<file path="config.mk">
export PLATFORM = sky130hd
export DESIGN_NAME = clint_top
export DESIGN_NICKNAME = d
export VERILOG_FILES = /design/src/rtl/clint_pkg.sv /design/src/rtl/axi_clint_bridge.sv /design/src/rtl/clint_regs.sv /design/src/rtl/clint_timer.sv /design/src/rtl/clint_top.sv
export SDC_FILE = /design/constraint.sdc
export NUM_CORES = 1
export LEC_CHECK = 0
export ABC_CLOCK_PERIOD_IN_PS = 2900
export BUFFER_PORTS_ARGS = -buffer_cell sky130_fd_sc_hd__buf_2
export CELL_PAD_IN_SITES_DETAIL_PLACEMENT = 0
export CELL_PAD_IN_SITES_GLOBAL_PLACEMENT = 1
export CORE_ASPECT_RATIO = 1.4
export CORE_MARGIN = 2
export CORE_UTILIZATION = 42
export DETAILED_ROUTE_END_ITERATION = 7
export GPL_TIMING_DRIVEN = 0
export PLACE_DENSITY = 0.86
export SYNTH_ARGS = -nofsm -noshare
export SYNTH_HDL_FRONTEND = slang
export SYNTH_HIERARCHICAL = 1
export SYNTH_SLANG_ARGS = --single-unit
</file>
<file path="constraint.sdc">
create_clock -name clk -period 2.9 [get_ports clk]
set_input_delay 0.435 -clock clk [delete_from_list [all_inputs] [get_ports clk]]
set_output_delay 0.435 -clock clk [all_outputs]
set_load 0.02 [all_outputs]
</file>
<file path="src/rtl/clint_pkg.sv">
// CLINT shared definitions: address map, bus widths, simple-bus structs and compare array
package clint_pkg;

    // Number of harts served, valid from 1 to 16
    localparam int hart_count = 4;
    localparam int hart_idx_w = (hart_count > 1) ? $clog2(hart_count) : 1;

    // AXI port widths
    localparam int addr_w = 16;
    localparam int id_w   = 4;
    localparam int data_w = 32;
    localparam int strb_w = data_w / 8;

    // Address map
    localparam logic [addr_w-1:0] msip_base     = 16'h0000;
    localparam logic [addr_w-1:0] mtimecmp_base = 16'h4000;
    localparam logic [addr_w-1:0] mtime_lo_addr = 16'hBFF8;
    localparam logic [addr_w-1:0] mtime_hi_addr = 16'hBFFC;

    // AXI response codes
    localparam logic [1:0] resp_okay   = 2'd0;
    localparam logic [1:0] resp_slverr = 2'd2;
    localparam logic [1:0] resp_decerr = 2'd3;

    // Only single 32-bit beats are supported
    localparam logic [2:0] axi_size_word  = 3'd2;
    localparam logic [1:0] axi_burst_rsvd = 2'b11;

    // One-cycle access from the bridge to the register block
    typedef struct packed {
        logic [addr_w-1:0] addr;
        logic              wr;
        logic              rd;
        logic [data_w-1:0] wdata;
        logic [strb_w-1:0] wstrb;
    } clint_req_t;

    // Answer from the register block, combinational from the request address
    typedef struct packed {
        logic [data_w-1:0] rdata;
        logic              addr_err;
        logic              wr_err;
    } clint_rsp_t;

    typedef logic [hart_count-1:0][63:0] mtimecmp_arr_t;

endpackage

</file>
<file path="src/rtl/axi_clint_bridge.sv">
// AXI slave front end turning single-beat accesses into one-cycle register bus pulses
`timescale 1ns/1ns

module axi_clint_bridge import clint_pkg::*; (
    input  logic              clk,
    input  logic              rst_n,
    // Write address channel
    input  logic              awvalid,
    output logic              awready,
    input  logic [addr_w-1:0] awaddr,
    input  logic [id_w-1:0]   awid,
    input  logic [7:0]        awlen,
    input  logic [2:0]        awsize,
    input  logic [1:0]        awburst,
    // Write data channel
    input  logic              wvalid,
    output logic              wready,
    input  logic [data_w-1:0] wdata,
    input  logic [strb_w-1:0] wstrb,
    input  logic              wlast,
    // Write response channel
    output logic              bvalid,
    input  logic              bready,
    output logic [1:0]        bresp,
    output logic [id_w-1:0]   bid,
    // Read address channel
    input  logic              arvalid,
    output logic              arready,
    input  logic [addr_w-1:0] araddr,
    input  logic [id_w-1:0]   arid,
    input  logic [7:0]        arlen,
    input  logic [2:0]        arsize,
    input  logic [1:0]        arburst,
    // Read data channel
    output logic              rvalid,
    input  logic              rready,
    output logic [1:0]        rresp,
    output logic [id_w-1:0]   rid,
    output logic [data_w-1:0] rdata,
    output logic              rlast,
    // Register bus
    output clint_req_t        req,
    input  clint_rsp_t        rsp
);

    typedef enum logic [1:0] {
        st_idle,
        st_access,
        st_respond
    } state_t;

    state_t            state;
    logic              ar_take;
    logic              aw_take;
    logic [addr_w-1:0] addr_q;
    logic [id_w-1:0]   id_q;
    logic [data_w-1:0] wdata_q;
    logic [strb_w-1:0] wstrb_q;
    logic              is_write_q;
    logic              fmt_err_q;
    logic [1:0]        resp_code;

    // Reads win over a write offered in the same cycle
    assign arready = (state == st_idle);
    assign awready = (state == st_idle) && !arvalid && awvalid && wvalid;
    assign wready  = awready;
    assign ar_take = arvalid && arready;
    assign aw_take = awvalid && awready;
    assign rlast   = rvalid;

    always_ff @(posedge clk) begin
        if (!rst_n) begin
            state  <= st_idle;
            rvalid <= 1'b0;
            bvalid <= 1'b0;
        end else begin
            case (state)
                st_idle: begin
                    if (ar_take || aw_take) begin
                        state <= st_access;
                    end
                end
                st_access: begin
                    state  <= st_respond;
                    bvalid <= is_write_q;
                    rvalid <= !is_write_q;
                end
                st_respond: begin
                    if ((rvalid && rready) || (bvalid && bready)) begin
                        state  <= st_idle;
                        rvalid <= 1'b0;
                        bvalid <= 1'b0;
                    end
                end
                default: state <= st_idle;
            endcase
        end
    end

    // Capture the request; bursts, wrong sizes and misalignment are caught here
    always_ff @(posedge clk) begin
        if (ar_take) begin
            addr_q     <= araddr;
            id_q       <= arid;
            is_write_q <= 1'b0;
            fmt_err_q  <= (arlen != 8'd0) || (arsize != axi_size_word) ||
                          (araddr[1:0] != 2'b00) || (arburst == axi_burst_rsvd);
        end else if (aw_take) begin
            addr_q     <= awaddr;
            id_q       <= awid;
            wdata_q    <= wdata;
            wstrb_q    <= wstrb;
            is_write_q <= 1'b1;
            fmt_err_q  <= (awlen != 8'd0) || (awsize != axi_size_word) ||
                          (awaddr[1:0] != 2'b00) || (awburst == axi_burst_rsvd) || !wlast;
        end
        if (state == st_access) begin
            if (is_write_q) begin
                bresp <= resp_code;
                bid   <= id_q;
            end else begin
                rresp <= resp_code;
                rid   <= id_q;
                rdata <= (fmt_err_q || rsp.addr_err) ? '0 : rsp.rdata;
            end
        end
    end

    always_comb begin
        if (fmt_err_q) begin
            resp_code = resp_slverr;
        end else if (rsp.addr_err) begin
            resp_code = resp_decerr;
        end else if (is_write_q && rsp.wr_err) begin
            resp_code = resp_slverr;
        end else begin
            resp_code = resp_okay;
        end
    end

    // The pulse is held back for a malformed request
    always_comb begin
        req.addr  = addr_q;
        req.wr    = (state == st_access) && is_write_q && !fmt_err_q;
        req.rd    = (state == st_access) && !is_write_q && !fmt_err_q;
        req.wdata = wdata_q;
        req.wstrb = wstrb_q;
    end

    a_r_stable: assert property (@(posedge clk) disable iff (!rst_n)
        rvalid && !rready |=> rvalid && $stable({rdata, rresp, rid}));

    a_b_stable: assert property (@(posedge clk) disable iff (!rst_n)
        bvalid && !bready |=> bvalid && $stable({bresp, bid}));

endmodule

</file>
<file path="src/rtl/clint_regs.sv">
// CLINT register block holding msip and mtimecmp, with address decode and read mux
`timescale 1ns/1ns

module clint_regs import clint_pkg::*; (
    input  logic                  clk,
    input  logic                  rst_n,
    input  clint_req_t            req,
    output clint_rsp_t            rsp,
    input  logic [63:0]           mtime,
    output mtimecmp_arr_t         mtimecmp,
    output logic [hart_count-1:0] hart_swi
);

    logic                  msip_sel;
    logic                  mtimecmp_sel;
    logic                  mtime_sel;
    logic                  high_sel;
    logic                  hart_ok;
    logic [hart_idx_w-1:0] hart_idx;
    logic [63:0]           cmp_word;
    logic                  wr_en;

    // Region and hart decode
    always_comb begin
        msip_sel     = 1'b0;
        mtimecmp_sel = 1'b0;
        mtime_sel    = 1'b0;
        hart_ok      = 1'b0;
        hart_idx     = '0;
        // Bit 2 picks the upper word of mtimecmp and mtime
        high_sel     = req.addr[2];
        if (req.addr[addr_w-1:12] == msip_base[addr_w-1:12] &&
            req.addr[11:2+hart_idx_w] == '0) begin
            hart_idx = req.addr[2 +: hart_idx_w];
            hart_ok  = hart_idx < hart_count;
            msip_sel = hart_ok;
        end else if (req.addr[addr_w-1:12] == mtimecmp_base[addr_w-1:12] &&
                     req.addr[11:3+hart_idx_w] == '0) begin
            hart_idx     = req.addr[3 +: hart_idx_w];
            hart_ok      = hart_idx < hart_count;
            mtimecmp_sel = hart_ok;
        end else if (req.addr == mtime_lo_addr || req.addr == mtime_hi_addr) begin
            hart_ok   = 1'b1;
            mtime_sel = 1'b1;
        end
    end

    assign cmp_word = mtimecmp[hart_idx];

    // Read data and error flags
    always_comb begin
        rsp.rdata    = '0;
        rsp.addr_err = !(msip_sel || mtimecmp_sel || mtime_sel);
        // mtime is read-only on this port
        rsp.wr_err   = mtime_sel;
        if (msip_sel) begin
            rsp.rdata[0] = hart_swi[hart_idx];
        end else if (mtimecmp_sel) begin
            rsp.rdata = high_sel ? cmp_word[63:32] : cmp_word[31:0];
        end else if (mtime_sel) begin
            rsp.rdata = high_sel ? mtime[63:32] : mtime[31:0];
        end
    end

    assign wr_en = req.wr && !rsp.addr_err && !rsp.wr_err;

    always_ff @(posedge clk) begin
        if (!rst_n) begin
            hart_swi <= '0;
            // All ones keeps every timer interrupt quiet
            mtimecmp <= '1;
        end else if (wr_en) begin
            if (msip_sel && req.wstrb[0]) begin
                hart_swi[hart_idx] <= req.wdata[0];
            end
            if (mtimecmp_sel) begin
                for (int b = 0; b < strb_w; b++) begin
                    if (req.wstrb[b]) begin
                        mtimecmp[hart_idx][(high_sel ? 32 : 0) + 8*b +: 8] <=
                            req.wdata[8*b +: 8];
                    end
                end
            end
        end
    end

    // The bridge filters misaligned requests before they reach the bus
    a_aligned: assert property (@(posedge clk) disable iff (!rst_n)
        (req.rd || req.wr) |-> (req.addr[1:0] == 2'b00));

endmodule

</file>
<file path="src/rtl/clint_timer.sv">
// Shared machine timer with per-hart compare driving the timer interrupts
`timescale 1ns/1ns

module clint_timer import clint_pkg::*; (
    input  logic                  clk,
    input  logic                  rst_n,
    input  logic                  mtime_increment,
    input  mtimecmp_arr_t         mtimecmp,
    output logic [63:0]           mtime,
    output logic [hart_count-1:0] hart_timeri
);

    // Increment is a single-cycle pulse per tick
    always_ff @(posedge clk) begin
        if (!rst_n) begin
            mtime <= '0;
        end else if (mtime_increment) begin
            mtime <= mtime + 64'd1;
        end
    end

    // Unsigned compare, registered once per hart
    always_ff @(posedge clk) begin
        if (!rst_n) begin
            hart_timeri <= '0;
        end else begin
            for (int h = 0; h < hart_count; h++) begin
                hart_timeri[h] <= (mtime >= mtimecmp[h]);
            end
        end
    end

    a_mtime_mono: assert property (@(posedge clk) disable iff (!rst_n)
        $past(rst_n) |-> (mtime >= $past(mtime)));

endmodule

</file>
<file path="src/rtl/clint_top.sv">
// CLINT top level joining the AXI bridge, register block and machine timer
`timescale 1ns/1ns

module clint_top import clint_pkg::*; (
    input  logic                  clk,
    input  logic                  rst_n,
    input  logic                  awvalid,
    output logic                  awready,
    input  logic [addr_w-1:0]     awaddr,
    input  logic [id_w-1:0]       awid,
    input  logic [7:0]            awlen,
    input  logic [2:0]            awsize,
    input  logic [1:0]            awburst,
    input  logic                  wvalid,
    output logic                  wready,
    input  logic [data_w-1:0]     wdata,
    input  logic [strb_w-1:0]     wstrb,
    input  logic                  wlast,
    output logic                  bvalid,
    input  logic                  bready,
    output logic [1:0]            bresp,
    output logic [id_w-1:0]       bid,
    input  logic                  arvalid,
    output logic                  arready,
    input  logic [addr_w-1:0]     araddr,
    input  logic [id_w-1:0]       arid,
    input  logic [7:0]            arlen,
    input  logic [2:0]            arsize,
    input  logic [1:0]            arburst,
    output logic                  rvalid,
    input  logic                  rready,
    output logic [1:0]            rresp,
    output logic [id_w-1:0]       rid,
    output logic [data_w-1:0]     rdata,
    output logic                  rlast,
    // Synchronous to clk, high for one cycle per tick
    input  logic                  mtime_increment,
    output logic [hart_count-1:0] hart_swi,
    output logic [hart_count-1:0] hart_timeri
);

    clint_req_t    req;
    clint_rsp_t    rsp;
    logic [63:0]   mtime;
    mtimecmp_arr_t mtimecmp;

    // Port names match the AXI signals one to one
    axi_clint_bridge i_bridge (.*);

    clint_regs i_regs (
        .clk      (clk),
        .rst_n    (rst_n),
        .req      (req),
        .rsp      (rsp),
        .mtime    (mtime),
        .mtimecmp (mtimecmp),
        .hart_swi (hart_swi)
    );

    clint_timer i_timer (
        .clk             (clk),
        .rst_n           (rst_n),
        .mtime_increment (mtime_increment),
        .mtimecmp        (mtimecmp),
        .mtime           (mtime),
        .hart_timeri     (hart_timeri)
    );

endmodule

</file>
Yosys cells after proc, flatten, opt, wreduce, memory -nomap -nowiden
Index checks and enable logic that the tools add are counted.
{ "totals": {"output_inout_bits": 58, "latch_bits": 0, "romBits": 0, "ff_bits": 434, "n_memories": 0, "in_bits": 111, "wordCells": 171, "ramBits": 0} }
{ "op_classes": {"n_div": 0, "eq_ne": 11, "n_bitwise": 2, "n_lt_le_gt_ge": 6, "muxes": 61, "n_addsub": 8, "shift": 8, "n_reduce_logical": 53, "multipliers": 0} }
{ "ops": {"columns": ["operator", "count"], "rows": [
  ["$mux 256", 13],
  ["$bwmux 256", 4],
  ["$demux 64 s2", 4],
  ["$mux 64", 5],
  ["$ge 64x64->1", 4],
  ["$shift 8x33->64 const A", 4],
  ["$shiftx 8x33->64", 4],
  ["$neg 32->33", 4],
  ["$bmux 64 s2", 1],
  ["$mux 32", 4],
  ["$add 32x6->32 const B", 2],
  ["$add 64x1->64 const B", 1],
  ["$add 32x5->32 const B", 1],
  ["$eq 16x16->1 const B", 2],
  ["$mux 16", 2],
  ["$logic_and 1x1->1", 16],
  ["$reduce_bool 8->1", 2],
  ["$mux 2", 7],
  ["$reduce_and 2->1", 7],
  ["$logic_or 1x1->1", 13],
  ["$mux 1", 12],
  ["$logic_not 8->1", 1],
  ["$mux 4", 2],
  ["$reduce_bool 2->1", 4],
  ["other kinds (20)", 30]
]} }

Longest topological paths before layout
Gate-level depths: netlist of run 1.
{ "depth": {"word_depth": 25, "ltp_mapped": 11, "ltp_nobuf": 8} }

By module
The synthesis of run 1 kept the hierarchy.
{ "modules_own_cells": {"columns": ["mod", "area_each_um2", "cells_each", "instances", "seq_area_each_um2"], "rows": [
  ["clint_regs", 12278.0, 1627, 1, 5205.0],
  ["clint_timer", 9377.7, 1254, 1, 1361.3],
  ["axi_clint_bridge", 3938.8, 202, 1, 3133.0]
]} }

Worst setup path after synthesis of run 1
OpenSTA, ideal clock, no wires.
{ "synth_timing": {"path_kind": "register to register", "start": "reg i_bridge.state[0]", "end": "reg i_bridge.rdata[0], enable pin", "path_buffers": 0, "setup_time_ns": 0.440, "setup_slack_ns": 0.100, "required_time_ns": 2.460, "arrival_time_ns": 2.360, "period_less_slack_ns": 2.800, "path_stages_with_launch": 3, "cell_sequence": "dfxtp_1 nor2b_1 nor2b_1"} }
{ "synth_between": {"elab_chain_len": 2} }
{ "synth_lines": {"columns": ["item", "line_no", "text"], "rows": [
  ["from (decl)", "axi_clint_bridge.sv:52", "state_t state;"],
  ["from (signal assigned)", "axi_clint_bridge.sv:73", "state <= st_idle;"],
  ["from (signal assigned)", "axi_clint_bridge.sv:80", "state <= st_access;"],
  ["from (signal assigned)", "axi_clint_bridge.sv:84", "state <= st_respond;"],
  ["$eq 2x1->1", "axi_clint_bridge.sv:117", "if (state == st_access) begin"],
  ["$reduce_and 2->1 (no source line)", null, null],
  ["to (signal assigned)", "axi_clint_bridge.sv:124", "rdata <= (fmt_err_q || rsp.addr_err) ? '0 : rsp.rdata;"],
  ["to (decl)", "axi_clint_bridge.sv:39", "output logic [data_w-1:0] rdata,"]
]} }
Every way passes these cells.
A chain may end at the register's enable or synchronous reset.

Worst setup path after layout of run 1
{ "layout_timing": {"start": "reg i_bridge.addr_q[2]", "end": "reg i_bridge.rdata[17] (data pin)"} }
{ "layout_between": {"elab_chain_len": 9, "word_cells_on_any_way": 17, "classes_between": "eq/ne: 2; mux: 10; reduce/logical: 5"} }
{ "layout_lines": {"columns": ["item", "line_no", "text"], "rows": [
  ["from (decl)", "axi_clint_bridge.sv:55", "logic [addr_w-1:0] addr_q;"],
  ["from (signal assigned)", "axi_clint_bridge.sv:103", "addr_q <= araddr;"],
  ["from (signal assigned)", "axi_clint_bridge.sv:109", "addr_q <= awaddr;"],
  ["$eq 16x16->1", "clint_regs.sv:42", "end else if (req.addr == mtime_lo_addr || req.addr == mtime_hi_addr) begin"],
  ["$logic_or 1x1->1", "clint_regs.sv:42", null],
  ["$mux 1", "clint_regs.sv:42", null],
  ["$mux 1", "clint_regs.sv:37", "end else if (req.addr[addr_w-1:12] == mtimecmp_base[addr_w-1:12] &&"],
  ["$mux 1", "clint_regs.sv:32", "if (req.addr[addr_w-1:12] == msip_base[addr_w-1:12] &&"],
  ["$logic_or 1x1->1", "clint_regs.sv:53", "rsp.addr_err = !(msip_sel || mtimecmp_sel || mtime_sel);"],
  ["$logic_not 1->1", "clint_regs.sv:53", null],
  ["$logic_or 1x1->1", "axi_clint_bridge.sv:124", null],
  ["$reduce_or 2->1 (no source line)", null, null]
]} }
Parallel ways exist; a longest one is shown, timed or not. The select of a mux whose other input is x is not followed.

==> results of run 1 <==
-- sequential cells by signal, summed over array words and instances (netlist names), 16 cells and up --
signal	cells
i_timer/mtime	64
i_bridge/addr_q	16
i_bridge/rdata	32
i_bridge/wdata_q	32
i_regs/mtimecmp	256
-- metal layers --
layer  up-vias  share of wire, %
met5         -                 0
met4         0               9.4
met3       370               9.6
met2      1356                44
met1     11400                37
li1      11300                 -
-- critical path, stage by stage, from the launching register on --
cell and delay (ns):
edfxtp_1 0.38, buf_2 0.37, clkdlybuf4s15_1 0.88, mux2_2 0.42
a32oi_1 0.17, o211ai_1 0.24, and2_1 0.24
-- what timing repair did --
item | in CTS | in global routing
setup endpoints to repair | 308 | 276
hold endpoints to repair | 15 | 0
gates cloned | 1 | 2
resized for setup | 178 | 126
setup buffers | 10 | 17
hold buffers | 15 | 0
pin swaps | 16 | 31
-- power groups by stage --
stage	Clock, uW	Combinational [uW]	Sequential, uW
2_1_floorplan	0	494	6520
3_3_place_gp	0	1010	6490
3_5_place_dp	0	1030	6480
4_1_cts	6380	1100	6350
5_1_grt	6610	1190	6360
6_report	6310	1160	6350
-- final cells by class --
| cell class | count | area [um^2] | area share (%) |
|---|---|---|---|
| diodes | 1 | 2.50 | 0.00815 |
| plain buffers | 151 | 1010 | 3.27 |
| clock buffers | 72 | 1410 | 4.60 |
| clock inverters | 15 | 165 | 0.538 |
| inverters | 272 | 1020 | 3.32 |
| multi-input cells | 2224 | 15000 | 48.7 |
| flip-flops and latches | 434 | 9720 | 31.6 |
| well taps | 817 | 1020 | 3.33 |
| repair buffers | 216 | 1400 | 4.54 |
-- final timing paths --
kind	start	slack (ns)	endpoint	cells after the start
max	i_bridge/addr_q[2]	-0.06	i_bridge/rdata[17]	6
min	wdata[9]	0.02	i_bridge/wdata_q[9]	1
max reg2reg	i_bridge/addr_q[2]	-0.06	i_bridge/rdata[17]	6
min reg2reg	i_bridge/id_q[2]	0.46	i_bridge/bid[2]	0
-- through the flow --
stage	cell area, um^2	hold WS (ns)
3_5_place_dp	27500	0.435
5_1_grt	30700	0.00381
4_1_cts	30000	0.000254
3_3_place_gp	27500	0.426
6_report	30700	0.0151
2_1_floorplan	25600	0.421
==> reports/qor.yml, run 1 <==
status: "finished with violations"
violations: "negative setup slack"
dp_slack_ns: -1.74
h-tree-depth: 2
rsz0062_at_grt: "yes"
switching_power_uw: 3540
cp.required_ns: 3.24
slew_violations: 0
grt_max_degree: 23
fin_util_pct: 50.8
postRouteAntennaNets: 0
fin_skew_ns: 0.0173
p_per_area_nw_per_um2: 450
start_util_pct: 42.3
insertion_delay_ns: 0.60
dp_hpwl_mm: 76.8
dieArea_um2: 62900
clk_pin_slew_ns: 0.06
critPathLaunchType: "flop"
grt_pass1_vias: 22500
cts-root-buf: "clkbuf_16"
groute.layer.met3.usage_pct: 6.33
mostFrequentLayoutCell: "nand2_1"
seq_power_share_pct: 45.9
p_clk_share_pct: 45.7
p_comb_share_pct: 8.4
p_leak_uw: 0.0159
grt_usage_pct: 32.7
antenna_found_initial: 3
worst-path-max-fanout: 10
setup_ws_ns: -0.0624
drt-vias-per-instance: 5.83
worstMarginPinSlew_ns: 1.26
p_sw_share_pct: 25.6
total_power_uw: 13800
final_layout_size_suffix_gt1_share_pct: 16.5
vias: 24500
die_h_um: 296
totalWireLength_mm: 106
avgSynthCellArea_um2: 8.30
crit_arrival_ns: 3.30
max-cap-violations: 0
instances_no_fill: 4202
port-buffer-count: 168
grt_overflow: 0
hold_viol: 0
synthCells: 3082
wl_per_cell_um: 25.2
dr.pass1.iters: 6
clockBufferDepth: 3
gp_congestion: 0.992
internal_power_uw: 10300
io_pins: 169
fmax_ghz: 0.338
slew_headroom_pct: 15.8
grt_use_met1_pct: 39.6
clock_sinks: 434
ir_worst_vdd_mv: 0.417
end_kind: "flop"
tritoncts: "yes"
grt_pass1_wl_mm: 149
final_cell_mix: "nand2_1 (645), dfxtp_1 (318), nand3_1 (294)"
min_period_over_period_pct: 102
ys_warn_count: 6
drc_errors: 0
die_w_um: 213
min-delay-path-class: "input pin to flop"
core_area_um2: 60500
synth_nets: 3450
num_rows: 107
busiest_layer: "met2"
tns_ns: -0.158
nNetsFinal: 3714
synth_area_um2: 25600
area_delta_synth_final_pct: 20.1
post-route-min-period_ns: 2.96
fillers: 5873
dp_cells: 4070
cts_inserted_buffers: 47
use_met2_pct: 50.6
setup_violations: 9
drt_iter0_markers: 2684
path_class: "flop to flop"
Power figures use the tool's default switching activity.
==> inputs of run 2 (changes only) <==
--- a/config.mk
+++ b/config.mk
@@ -7,6 +7,7 @@
 export LEC_CHECK = 0
 export ABC_CLOCK_PERIOD_IN_PS = 2900
 export BUFFER_PORTS_ARGS = -buffer_cell sky130_fd_sc_hd__buf_2
+export CAP_MARGIN = 15
 export CELL_PAD_IN_SITES_DETAIL_PLACEMENT = 0
 export CELL_PAD_IN_SITES_GLOBAL_PLACEMENT = 1
 export CORE_ASPECT_RATIO = 1.4
@@ -14,7 +15,8 @@
 export CORE_UTILIZATION = 42
 export DETAILED_ROUTE_END_ITERATION = 7
 export GPL_TIMING_DRIVEN = 0
-export PLACE_DENSITY = 0.86
+export PLACE_DENSITY = 0.77
+export REMOVE_ABC_BUFFERS = 1
 export SYNTH_ARGS = -nofsm -noshare
 export SYNTH_HDL_FRONTEND = slang
 export SYNTH_HIERARCHICAL = 1
==> reports/qor.yml, run 2 (synthesis gave the netlist of run 1 again) <==
status: "finished with violations"  # unchanged
violations: "negative setup slack"  # unchanged
antenna_found_initial: 1  # was 3
max-cap-violations: 0  # unchanged
dieArea_um2: 62900  # unchanged
p_sw_share_pct: 23.9  # was 25.6%
p_leak_uw: 0.0157  # was 0.0159 uW
seq_power_share_pct: 45.2  # was 45.9%
tns_ns: -0.0582  # was -0.158 ns
mostFrequentLayoutCell: "nand2_1"  # unchanged
area_delta_synth_final_pct: 17.8  # was 20.1%
grt_pass1_wl_mm: 139  # was 149 mm
final_layout_size_suffix_gt1_share_pct: 15.6  # was 16.5%
final_area_um2: 30100  # was 30,700 um^2
cts-root-buf: "clkbuf_16"  # unchanged
fillers: 5820  # was 5,873
worstMarginPinSlew_ns: 0.946  # was 1.26 ns
grt_pass1_vias: 23100  # was 22,500
p_comb_share_pct: 7.2  # was 8.4%
min_to: "i_bridge/wstrb_q[3]"  # was i_bridge/wdata_q[9]
ir_worst_vdd_mv: 0.417  # about the same
clock_sinks: 434  # unchanged
antenna_cells: 0  # was 1
regArea_um2: 9740  # was 9720 um^2
drt_iter0_markers: 1947  # was 2,684
worst-path-max-fanout: 21  # was 10
switching_power_uw: 3380  # was 3540 uW
reg2reg_depth: 8  # was 6
gp_congestion: 0.915  # was 0.992
p_per_area_nw_per_um2: 469  # was 450 nW/um^2
p_clk_share_pct: 47.6  # was 45.7%
dp_cells: 3939  # was 4,070
tritoncts: "yes"  # unchanged
rsz0062_at_grt: "yes"  # unchanged
setup_ws_ns: -0.0582  # was -0.0624 ns
rrSetupSlack_ns: -0.06  # about the same
grt_usage_pct: 29.8  # was 32.7%
slew_headroom_pct: 36.9  # was 15.8%
min_period_over_period_pct: 102  # about the same
post-route-min-period_ns: 2.96  # about the same
grt_max_degree: 144  # was 23
min_from: "wstrb[3]"  # was wdata[9]
path_class: "flop to flop"  # unchanged
vias: 23600  # was 24,500
grt_overflow: 0  # unchanged
fin_util_pct: 49.8  # was 50.8%
largest_register_ffs: 256  # unchanged
h-tree-depth: 2  # unchanged
insertion_delay_ns: 0.61  # was 0.60 ns
die_w_um: 213  # unchanged
io_pins: 169  # unchanged
final_cell_mix: "nand2_1 (643), dfxtp_1 (311), nand3_1 (305)"  # was nand2_1 (645), dfxtp_1 (318), nand3_1 (294)
slew_violations: 0  # unchanged
dp_slack_ns: -1.09  # was -1.74 ns
regMostFlops: "i_regs/mtimecmp"  # unchanged
end_kind: "flop"  # unchanged
worstHoldPathCells: 1  # unchanged
crit_arrival_ns: 3.32  # was 3.30 ns
min-delay-path-class: "input pin to flop"  # unchanged
num_rows: 107  # unchanged
dr.pass1.iters: 6  # unchanged
cp.required_ns: 3.26  # was 3.24 ns
critPathLaunchType: "flop"  # unchanged
wl_per_cell_um: 23.3  # was 25.2 um
cts_inserted_buffers: 48  # was 47
clockBufferDepth: 3  # unchanged
fmax_ghz: 0.338  # about the same
dp_hpwl_mm: 67.3  # was 76.8 mm
reg_top3: "i_regs/mtimecmp (256), i_timer/mtime (64)"  # unchanged
fin_skew_ns: 0.0198  # was 0.0173 ns
instances_no_fill: 4109  # was 4,202
totalWireLength_mm: 95.7  # was 106 mm
multi_input_area_um2: 14700  # was 15,000 um^2
reg2reg_from: "i_bridge/addr_q[13]"  # was i_bridge/addr_q[2]
critPathLaunch: "i_bridge/addr_q[13]"  # was i_bridge/addr_q[2]
core_area_um2: 60500  # unchanged
postRouteAntennaNets: 0  # unchanged
internal_power_uw: 10800  # was 10,300 uW
placed_cell_area_um2: 27300  # was 27,500 um^2
nNetsFinal: 3620  # was 3,714
drc_errors: 0  # unchanged
r2r_end: "i_bridge/rdata[1]"  # was i_bridge/rdata[17]
clk_pin_slew_ns: 0.06  # about the same
start_util_pct: 42.3  # unchanged
drt-vias-per-instance: 5.74  # was 5.83
die_h_um: 296  # unchanged
setup_violations: 1  # was 9
port-buffer-count: 168  # unchanged
hold_viol: 0  # unchanged
==> run 2: changes by cell type in the layout (fill, tap and decap cells not counted), sizes merged, moves of 3 or more <==
| cell | delta |
|---|---|
| buf | -11 |
| bufinv | +7 |
| clkbuf | -105 |
| dlygate4sd3 | +8 |
| nand3 | +3 |
==> run 2: per-stage QoR <==
step | total power (uW) | hold slack [ns]
after floorplan | 6950 | 0.421
after global placement | 7350 | 0.424
after detailed placement | 7410 | 0.448
after CTS | 14200 | 0.00199
after global routing | 14600 | 0.00179
final | 14100 | 0.0219
==> run 2: routing by layer <==
metal / vias up / global-route usage (%) / part of all wire (%)
met2: 951 / 51.8 / 49
li1: 11100 / - / -
met4: 0 / 21.7 / 7.7
met3: 271 / 4.57 / 6.2
met5: - / 0 / 0
met1: 11200 / 32.9 / 37
==> run 2: power groups by stage <==
stage / clock (uW) / combinational [uW] / sequential (uW)
2_1_floorplan: 0 / 382 / 6570
3_3_place_gp: 0 / 787 / 6570
3_5_place_dp: 0 / 869 / 6540
4_1_cts: 6850 / 995 / 6390
5_1_grt: 7090 / 1070 / 6400
6_report: 6730 / 1020 / 6390
==> run 2: final cells by class <==
class / count / share of cell area (%)
clock buffers: 65 / 4.33
inverters: 272 / 3.40
well taps: 817 / 3.39
repair buffers: 265 / 6.67
flip-flops and latches: 434 / 32.3
multi-input cells: 2231 / 48.6
clock inverters: 25 / 1.31
==> run 2: worst max path at each step <==
stage	to	slack, ns	cells past startpoint
finish	i_bridge/rdata[1]	-0.06	8
CTS	i_regs/mtimecmp[9]	-0.01	8
floorplan	i_bridge/rdata[0]	-2.55	7
global route	i_bridge/rdata[1]	-0.03	8
global placement	i_bridge/bresp[1]	-7.30	6
detailed placement	i_regs/mtimecmp[211]	-1.09	10
==> run 2: worst max-delay path, stage by stage (launching register included) <==
cell      delay [ns]
edfxtp_1        0.42
or4_4           0.57
nor3_4          0.21
buf_12          0.15
buf_16          0.17
nand3_2         0.36
o221ai_1        0.35
nand3_1         0.24
and2_1          0.21
==> run 2: what timing repair did <==
action,4_1_cts,5_1_grt
hold buffers,22,1
resized for setup,84,46
setup endpoints to repair,299,144
gates cloned,6,2
buffers inserted,35,15
hold endpoints to repair,22,1
pin swaps,11,10
